`config.mk`:
```
export PLATFORM = sky130hd
export DESIGN_NAME = tiny_core
export DESIGN_NICKNAME = d
export VERILOG_FILES = /design/src/source/core_pkg.sv /design/src/source/isa_pkg.sv /design/src/source/tiny_core.sv /design/src/source/store_port.sv /design/src/source/core_sequencer.sv /design/src/source/alu.sv /design/src/source/reg_file.sv /design/src/source/fetch_unit.sv
export SDC_FILE = /design/constraint.sdc
export NUM_CORES = 1
export LEC_CHECK = 0
export BUFFER_PORTS_ARGS = -buffer_cell sky130_fd_sc_hd__buf_4
export CAP_MARGIN = 0
export CORE_MARGIN = 10
export CORE_UTILIZATION = 63
export DETAILED_ROUTE_END_ITERATION = 7
export PLACE_DENSITY = 0.81
export SKIP_LAST_GASP = 1
export SYNTH_ARGS = -nofsm -noshare
export SYNTH_HDL_FRONTEND = slang
export SYNTH_HIERARCHICAL = 1
export SYNTH_SLANG_ARGS = --single-unit
```
`constraint.sdc`:
```
create_clock -name clear -period 5.9 [get_ports clear]
set_input_delay 0.59 -clock clear [delete_from_list [all_inputs] [get_ports clear]]
set_output_delay 0.59 -clock clear [all_outputs]
set_load 0.005 [all_outputs]
```
`src/source/core_pkg.sv`:
```
package core_pkg;

    // register and store data width
    localparam int data_w = 32;

    // program counter and store address width
    localparam int addr_w = 16;

    localparam int num_regs = 8;

    // sequencer states
    typedef enum logic [1:0] {
        st_fetch = 2'd0,
        st_exec  = 2'd1,
        st_store = 2'd2,
        st_halt  = 2'd3
    } state_e;

endpackage

```
`src/source/isa_pkg.sv`:
```
package isa_pkg;

    localparam int opcode_w = 6;
    localparam int sel_w    = 3;
    localparam int imm_w    = 16;

    // codes not listed here execute as a no-op
    typedef enum logic [opcode_w-1:0] {
        op_add   = 6'h01,
        op_sub   = 6'h02,
        op_and   = 6'h03,
        op_or    = 6'h04,
        op_xor   = 6'h05,
        op_ldi   = 6'h06,
        op_cmpeq = 6'h07,
        op_brf   = 6'h08,
        op_store = 6'h09,
        op_halt  = 6'h3f
    } opcode_e;

    // register form
    // the upper 17 bits are unused here
    typedef struct packed {
        logic [imm_w:0]   spare;
        logic [sel_w-1:0] rd;
        logic [sel_w-1:0] rb;
        logic [sel_w-1:0] ra;
        opcode_e          opcode;
    } instr_r_t;

    // in immediate form hl picks the half written by op_ldi
    typedef struct packed {
        logic [imm_w-1:0] imm;
        logic             hl;
        logic [sel_w-1:0] rd;
        logic [sel_w-1:0] rb;
        logic [sel_w-1:0] ra;
        opcode_e          opcode;
    } instr_i_t;

    // both views share the opcode and selector fields at the bottom
    typedef union packed {
        instr_r_t r;
        instr_i_t i;
    } instr_u;

endpackage
```
`src/source/tiny_core.sv`:
```
`timescale 1ns/1ps

module tiny_core (
    input  logic                        clear,
    input  logic                        rst_n,
    input  logic                        imem_ready,
    input  logic [core_pkg::data_w-1:0] imem_data,
    input  logic                        st_ready,
    output logic                        imem_valid,
    output logic [core_pkg::addr_w-1:0] imem_addr,
    output logic                        st_valid,
    output logic [core_pkg::addr_w-1:0] st_addr,
    output logic [core_pkg::data_w-1:0] st_data,
    output logic                        halted
);

    isa_pkg::instr_u             instr;
    logic                        fetch_en;
    logic                        exec_en;
    logic                        fetched;
    logic                        take_branch;
    logic [core_pkg::addr_w-1:0] branch_target;
    logic [core_pkg::data_w-1:0] rd_data_a;
    logic [core_pkg::data_w-1:0] rd_data_b;
    logic                        flag_q;
    logic [core_pkg::data_w-1:0] result;
    logic                        flag_out;
    logic                        reg_we;
    logic                        flag_we;
    logic                        is_store;
    logic                        is_halt;
    logic [isa_pkg::sel_w-1:0]   rd_sel_b;
    logic                        st_load;
    logic                        st_done;

    fetch_unit u_fetch (
        .clear         (clear),
        .rst_n         (rst_n),
        .fetch_en      (fetch_en),
        .exec_en       (exec_en),
        .take_branch   (take_branch),
        .branch_target (branch_target),
        .imem_ready    (imem_ready),
        .imem_data     (imem_data),
        .imem_valid    (imem_valid),
        .imem_addr     (imem_addr),
        .instr         (instr),
        .fetched       (fetched)
    );

    reg_file u_regs (
        .clear     (clear),
        .rst_n     (rst_n),
        .exec_en   (exec_en),
        .rd_sel_a  (instr.r.ra),
        .rd_sel_b  (rd_sel_b),
        .flag_sel  (instr.r.ra),
        .wr_sel    (instr.r.rd),
        .reg_we    (reg_we),
        .flag_we   (flag_we),
        .wr_data   (result),
        .wr_flag   (flag_out),
        .rd_data_a (rd_data_a),
        .rd_data_b (rd_data_b),
        .flag_q    (flag_q)
    );

    // port b doubles as the old rd value for ldi
    alu u_alu (
        .instr         (instr),
        .rd_data_a     (rd_data_a),
        .rd_data_b     (rd_data_b),
        .flag_q        (flag_q),
        .old_rd        (rd_data_b),
        .result        (result),
        .flag_out      (flag_out),
        .reg_we        (reg_we),
        .flag_we       (flag_we),
        .take_branch   (take_branch),
        .branch_target (branch_target),
        .is_store      (is_store),
        .is_halt       (is_halt),
        .rd_sel_b      (rd_sel_b)
    );

    core_sequencer u_seq (
        .clear    (clear),
        .rst_n    (rst_n),
        .fetched  (fetched),
        .is_store (is_store),
        .is_halt  (is_halt),
        .st_done  (st_done),
        .fetch_en (fetch_en),
        .exec_en  (exec_en),
        .st_load  (st_load),
        .halted   (halted)
    );

    store_port u_store (
        .clear      (clear),
        .rst_n      (rst_n),
        .st_load    (st_load),
        .st_addr_in (instr.i.imm),
        .st_data_in (rd_data_a),
        .st_ready   (st_ready),
        .st_valid   (st_valid),
        .st_addr    (st_addr),
        .st_data    (st_data),
        .st_done    (st_done)
    );

endmodule

```
`src/source/store_port.sv`:
```
`timescale 1ns/1ps

module store_port (
    input  logic                        clear,
    input  logic                        rst_n,
    input  logic                        st_load,
    input  logic [core_pkg::addr_w-1:0] st_addr_in,
    input  logic [core_pkg::data_w-1:0] st_data_in,
    input  logic                        st_ready,
    output logic                        st_valid,
    output logic [core_pkg::addr_w-1:0] st_addr,
    output logic [core_pkg::data_w-1:0] st_data,
    output logic                        st_done
);

    assign st_done = st_valid && st_ready;

    // valid holds until the consumer takes the write
    always_ff @(posedge clear or negedge rst_n)
    begin
        if (!rst_n)
        begin
            st_valid <= 1'b0;
        end
        else if (st_load)
        begin
            st_valid <= 1'b1;
        end
        else if (st_done)
        begin
            st_valid <= 1'b0;
        end
    end

    // address and data only change on a new store
    always_ff @(posedge clear or negedge rst_n)
    begin
        if (!rst_n)
        begin
            st_addr <= '0;
            st_data <= '0;
        end
        else if (st_load)
        begin
            st_addr <= st_addr_in;
            st_data <= st_data_in;
        end
    end

endmodule

```
`src/source/core_sequencer.sv`:
```
`timescale 1ns/1ps

module core_sequencer (
    input  logic clear,
    input  logic rst_n,
    input  logic fetched,
    input  logic is_store,
    input  logic is_halt,
    input  logic st_done,
    output logic fetch_en,
    output logic exec_en,
    output logic st_load,
    output logic halted
);

    core_pkg::state_e state_q;
    core_pkg::state_e state_d;

    assign fetch_en = (state_q == core_pkg::st_fetch);
    assign exec_en  = (state_q == core_pkg::st_exec);

    always_comb
    begin
        state_d = state_q;
        case (state_q)
            core_pkg::st_fetch:
            begin
                if (fetched)
                begin
                    state_d = core_pkg::st_exec;
                end
            end
            core_pkg::st_exec:
            begin
                if (is_halt)
                begin
                    state_d = core_pkg::st_halt;
                end
                else if (is_store)
                begin
                    state_d = core_pkg::st_store;
                end
                else
                begin
                    state_d = core_pkg::st_fetch;
                end
            end
            core_pkg::st_store:
            begin
                if (st_done)
                begin
                    state_d = core_pkg::st_fetch;
                end
            end
            default: state_d = core_pkg::st_halt;
        endcase
    end

    // st_load is high for the first cycle in st_store
    always_ff @(posedge clear or negedge rst_n)
    begin
        if (!rst_n)
        begin
            state_q <= core_pkg::st_fetch;
            st_load <= 1'b0;
            halted  <= 1'b0;
        end
        else
        begin
            state_q <= state_d;
            st_load <= exec_en && is_store;
            halted  <= (state_q == core_pkg::st_halt);
        end
    end

endmodule

```
`src/source/alu.sv`:
```
`timescale 1ns/1ps

module alu (
    input  isa_pkg::instr_u             instr,
    input  logic [core_pkg::data_w-1:0] rd_data_a,
    input  logic [core_pkg::data_w-1:0] rd_data_b,
    input  logic                        flag_q,
    input  logic [core_pkg::data_w-1:0] old_rd,
    output logic [core_pkg::data_w-1:0] result,
    output logic                        flag_out,
    output logic                        reg_we,
    output logic                        flag_we,
    output logic                        take_branch,
    output logic [core_pkg::addr_w-1:0] branch_target,
    output logic                        is_store,
    output logic                        is_halt,
    output logic [isa_pkg::sel_w-1:0]   rd_sel_b
);

    isa_pkg::instr_r_t instr_r;
    isa_pkg::instr_i_t instr_i;

    assign instr_r = instr.r;
    assign instr_i = instr.i;

    // ldi needs the current rd value to keep the other half
    assign rd_sel_b = (instr_r.opcode == isa_pkg::op_ldi) ? instr_r.rd : instr_r.rb;

    assign flag_out      = (rd_data_a == rd_data_b);
    assign branch_target = instr_i.imm;
    assign take_branch   = (instr_i.opcode == isa_pkg::op_brf) && flag_q;
    assign is_store      = (instr_i.opcode == isa_pkg::op_store);
    assign is_halt       = (instr_i.opcode == isa_pkg::op_halt);
    assign flag_we       = (instr_r.opcode == isa_pkg::op_cmpeq);

    always_comb
    begin
        result = '0;
        reg_we = 1'b1;
        case (instr_r.opcode)
            isa_pkg::op_add: result = rd_data_a + rd_data_b;
            isa_pkg::op_sub: result = rd_data_a - rd_data_b;
            isa_pkg::op_and: result = rd_data_a & rd_data_b;
            isa_pkg::op_or:  result = rd_data_a | rd_data_b;
            isa_pkg::op_xor: result = rd_data_a ^ rd_data_b;
            isa_pkg::op_ldi:
            begin
                if (instr_i.hl)
                begin
                    result = {instr_i.imm, old_rd[15:0]};
                end
                else
                begin
                    result = {old_rd[31:16], instr_i.imm};
                end
            end
            default: reg_we = 1'b0;
        endcase
    end

endmodule

```
`src/source/reg_file.sv`:
```
`timescale 1ns/1ps

module reg_file (
    input  logic                        clear,
    input  logic                        rst_n,
    input  logic                        exec_en,
    input  logic [isa_pkg::sel_w-1:0]   rd_sel_a,
    input  logic [isa_pkg::sel_w-1:0]   rd_sel_b,
    input  logic [isa_pkg::sel_w-1:0]   flag_sel,
    input  logic [isa_pkg::sel_w-1:0]   wr_sel,
    input  logic                        reg_we,
    input  logic                        flag_we,
    input  logic [core_pkg::data_w-1:0] wr_data,
    input  logic                        wr_flag,
    output logic [core_pkg::data_w-1:0] rd_data_a,
    output logic [core_pkg::data_w-1:0] rd_data_b,
    output logic                        flag_q
);

    logic [core_pkg::data_w-1:0]   regs [core_pkg::num_regs];
    logic [core_pkg::num_regs-1:0] flags;

    // reads are combinational
    assign rd_data_a = regs[rd_sel_a];
    assign rd_data_b = regs[rd_sel_b];
    assign flag_q    = flags[flag_sel];

    // data and flag share the write select but have separate enables
    always_ff @(posedge clear or negedge rst_n)
    begin
        if (!rst_n)
        begin
            for (int i = 0; i < core_pkg::num_regs; i++)
            begin
                regs[i] <= '0;
            end
            flags <= '0;
        end
        else if (exec_en)
        begin
            if (reg_we)
            begin
                regs[wr_sel] <= wr_data;
            end
            if (flag_we)
            begin
                flags[wr_sel] <= wr_flag;
            end
        end
    end

endmodule

```
`src/source/fetch_unit.sv`:
```
`timescale 1ns/1ps

module fetch_unit (
    input  logic                        clear,
    input  logic                        rst_n,
    input  logic                        fetch_en,
    input  logic                        exec_en,
    input  logic                        take_branch,
    input  logic [core_pkg::addr_w-1:0] branch_target,
    input  logic                        imem_ready,
    input  logic [core_pkg::data_w-1:0] imem_data,
    output logic                        imem_valid,
    output logic [core_pkg::addr_w-1:0] imem_addr,
    output isa_pkg::instr_u             instr,
    output logic                        fetched
);

    logic [core_pkg::addr_w-1:0] pc;

    assign imem_addr = pc;

    // one-cycle pulse on the instruction handshake
    assign fetched = imem_valid && imem_ready;

    // request is raised a cycle after fetch_en and held until ready
    always_ff @(posedge clear or negedge rst_n)
    begin
        if (!rst_n)
        begin
            imem_valid <= 1'b0;
        end
        else if (fetched)
        begin
            imem_valid <= 1'b0;
        end
        else if (fetch_en)
        begin
            imem_valid <= 1'b1;
        end
    end

    // pc moves only when the instruction executes
    always_ff @(posedge clear or negedge rst_n)
    begin
        if (!rst_n)
        begin
            pc <= '0;
        end
        else if (exec_en)
        begin
            if (take_branch)
            begin
                pc <= branch_target;
            end
            else
            begin
                pc <= pc + 1'b1;
            end
        end
    end

    // instruction register
    always_ff @(posedge clear or negedge rst_n)
    begin
        if (!rst_n)
        begin
            instr <= '0;
        end
        else if (fetched)
        begin
            instr <= imem_data;
        end
    end

endmodule

```
==> reports/qor.yml <==
cts_tree: "yes"
maxSlewHeadroom_pct: 14.8
cp_max_fo: 23
hold_path.class: "input port to asynchronous set/reset pin"
grt_pass1_vias: 18800
maxSlewViolCount: 0
routed_wl_um: 72500
syn-cell-area_sq_mm: 0.0243
period_needed_ps: 5760
tightest_slew_ps: 1270
drt_iter0_drc: 1929
ys_types: 93
synthFlopType: "dfrtp_1"
row_count: 71
antenna_found_initial: 2
die-area_sq_mm: 0.0468
violations: "negative hold slack"
cap_violations: 0
fmax_ghz: 0.174
post_dp_cell_area_sq_mm: 0.0256
yosys_warnings: 6
cts_root_buf: "clkbuf_16"
vias_per_cell: 6.90
status: "finished, violations left"
layout-area-overhead-vs-synth_pct: 11.3
hold_buffers: 0
crit_required_ps: 6330
setup_tns_ps: 0
drt-wirelength-per-cell_um: 27.2
globalplace.congestion: 1.04
n_fill_cell: 2629
drc: 0
cts_sinks: 366
netlist.area_leader.share_pct: 37.7
timing.hold.ws_ps: -0.447
final_cell_area_sq_mm: 0.0270
syn_nets: 2206
post-route-util_pct: 71.4
clock_path_buffers: 3
htree_levels: 2
synthCells: 2063
crit_type: "register to register"
arrival_ps: 6200
hpwl_um: 49600
synth-edff-count: 0
ir_worst_vdd_mv: 0.220
crit_chain: "nor4_4 > and3_1 > buf_4 > nand2_1 > nand2_2 > buf_4 > mux4_2 > mux2_2 > ha_1 > inv_1 > fa_1 > nor2b_1 > o221ai_1 > a211oi_2 > nor4_2 > o31ai_4 > nand4_1 > nand4_1 > a211o_1 > mux2_1"
dr.pass1.iters: 8
setup_viol: 0
clk_latency_ps: 570
synth.largest_area_cell: "dfrtp_1"
cts_made_buffers: 40
die_h_um: 216
worst_path_max_delay_cell: "nor4_2"
nets: 2273
num_vias: 18400
ys_seq_area_share_pct: 37.7
synth-async-reset-ratio_pct: 100
power_density_mw_per_mm2: 209
end_kind: "register"
critPathLaunchType: "register"
netlist_top_cells_area: "dfrtp_1 (38%), mux2_2 (18%), mux4_2 (12%), ha_1 (5.4%), a21oi_1 (2.3%)"
ys_seq_elements: 366
die_w_um: 216
skew_ps: 22.7
port_buffers: 102
grt_start_max_net_pins: 149
drive_gt1_share_pct: 38.6
max_stage_delay_ps: 580
initial_core_util_pct: 64.2
grt_usage_pct: 30.3
diodes: 0
io_pins: 103
grt-ovfl-total: 0
core_sq_mm: 0.0378
cts.reportedPaths.clkPinSlew_ps: 60
grt_pass1_wl_um: 111000
hold_viol_final: 1
finalCritPeriodShare_pct: 97.7
leakage_nw: 12.2
antenna_left: 0
synth_area_per_cell_sq_um: 11.8
-- path summary, 6_finish.rpt --
kind | startpoint | endpoint | slack (ps) | cells past startpoint
max | u_fetch/instr[0]$_DFFE_PN0P_ | u_regs/regs[124]$_DFFE_PN0P_ | 140 | 20
min | rst_n | u_store/st_addr[4]$_DFFE_PN0P_ | -0.4 | 1
max reg2reg | u_fetch/instr[0]$_DFFE_PN0P_ | u_regs/regs[124]$_DFFE_PN0P_ | 140 | 20
min reg2reg | u_store/st_data[15]$_DFFE_PN0P_ | u_store/st_data[15]$_DFFE_PN0P_ | 510 | 1
max in group asynchronous | rst_n | u_regs/regs[117]$_DFFE_PN0P_ | 4690 | 2
min in group clear | imem_ready | u_fetch/imem_valid$_DFFE_PN0P_ | 220 | 2
-- cells in the final DEF, fill, tap and decap left out, drive strengths merged, types with 35 or more instances in the layout --
cell    netlist  routed
mux2        415     415
dfrtp       366     366
buf          98     176
mux4        130     130
inv         111     113
a21oi       111     111
ha          105     105
nor2         96      96
nand2        76      76
clkbuf       54      62
o21ai        50      50
mux2i        38      38
nand3        35      35
nor3         35      35
-- final cells by class --
class	instances	area, sq um	area share, %
multi-input cells	1434	14100	52.1
flip-flops and latches	366	9170	33.9
repair buffers	177	1420	5.27
clock buffers	61	1160	4.30
well taps	511	639	2.37
inverters	111	417	1.54
clock inverters	9	133	0.491
-- metal layers --
layer / track usage (%) / routed length, um / vias up
li1: - / - / 7903
met1: 39.4 / 29200 / 9365
met2: 48.0 / 34000 / 945
met3: 6.84 / 6380 / 188
met4: 13.0 / 2960 / 2
met5: 0 / 44 / -
-- cells by family after synthesis --
logic type,Yosys count,share of synthesized area [%]
simple gates,361,7.85
compound gates,379,10.7
flops,366,37.7
xor+xnor,4,0.144
fa+ha+maj,107,5.57
buf+inv,263,5.06
mux,583,33.0
-- per-stage QoR --
stage                     hold slack, ps  setup WS [ps]  total power, mW  cells
after CTS                           3.26            112             5.67   2666
after floorplan                      294            609             2.95   2063
after global routing                31.0          -6.87             5.83   2669
after global placement               481            171             3.17   2596
after detailed placement             492          -28.7             3.18   2596
final                             -0.447            137             5.65   2669
-- critical path, delay by kind of cell (launching register included) --
kind | cells | cell delay [ps]
AOI/OAI and AO/OA | 4 | 1270
adders and majority gates | 2 | 600
buffers and inverters | 3 | 620
DFF | 1 | 480
muxes | 3 | 800
and+or+nand+nor | 8 | 1840
-- flip-flops by register name (all words and copies together) (netlist names), 2 cells and up --
register           count
u_fetch/instr         32
u_store/st_data       32
u_regs/regs          256
u_store/st_addr       16
u_fetch/imem_addr     16
u_regs/flags           8
u_seq/state_q          2
-- power by group --
group	leakage, nW	total, mW	switching, mW	internal, mW
clock	0.624	2.49	1.01	1.49
combinational	6.58	0.499	0.290	0.209
sequential	5.04	2.66	0.120	2.54
total	12.2	5.65	1.42	4.23
-- synthesized netlist by cell type (9+ instances only) --
| cell type | n |
|---|---|
| nor2_1 | 93 |
| mux4_2 | 130 |
| inv_1 | 111 |
| nor2b_1 | 14 |
| mux2_4 | 9 |
| mux2_2 | 388 |
| and3_1 | 9 |
| o21bai_1 | 9 |
| o221ai_1 | 9 |
| a21o_1 | 18 |
| o22ai_1 | 30 |
| a221oi_1 | 14 |
| buf_1 | 11 |
| nor3_1 | 28 |
| buf_4 | 40 |
| a31oi_1 | 12 |
| ha_1 | 105 |
| nor4_1 | 15 |
| a211oi_1 | 12 |
| nand2b_1 | 10 |
| nand3_1 | 35 |
| o31ai_1 | 20 |
| nand4_1 | 25 |
| buf_2 | 42 |
| mux2_1 | 18 |
| dfrtp_1 | 366 |
| mux2i_1 | 38 |
| clkbuf_1 | 53 |
| a21oi_1 | 111 |
| nand2_1 | 76 |
| o21ai_0 | 44 |
| o211ai_1 | 10 |
-- repair_timing --
item                                    in CTS  in global routing
buffers inserted                             0                  2
endpoints found under the setup margin      51                113
gates resized for setup                      2                 18
cloned                                       0                  1
pin swaps                                    0                  1
Power figures use the tool's default switching activity.
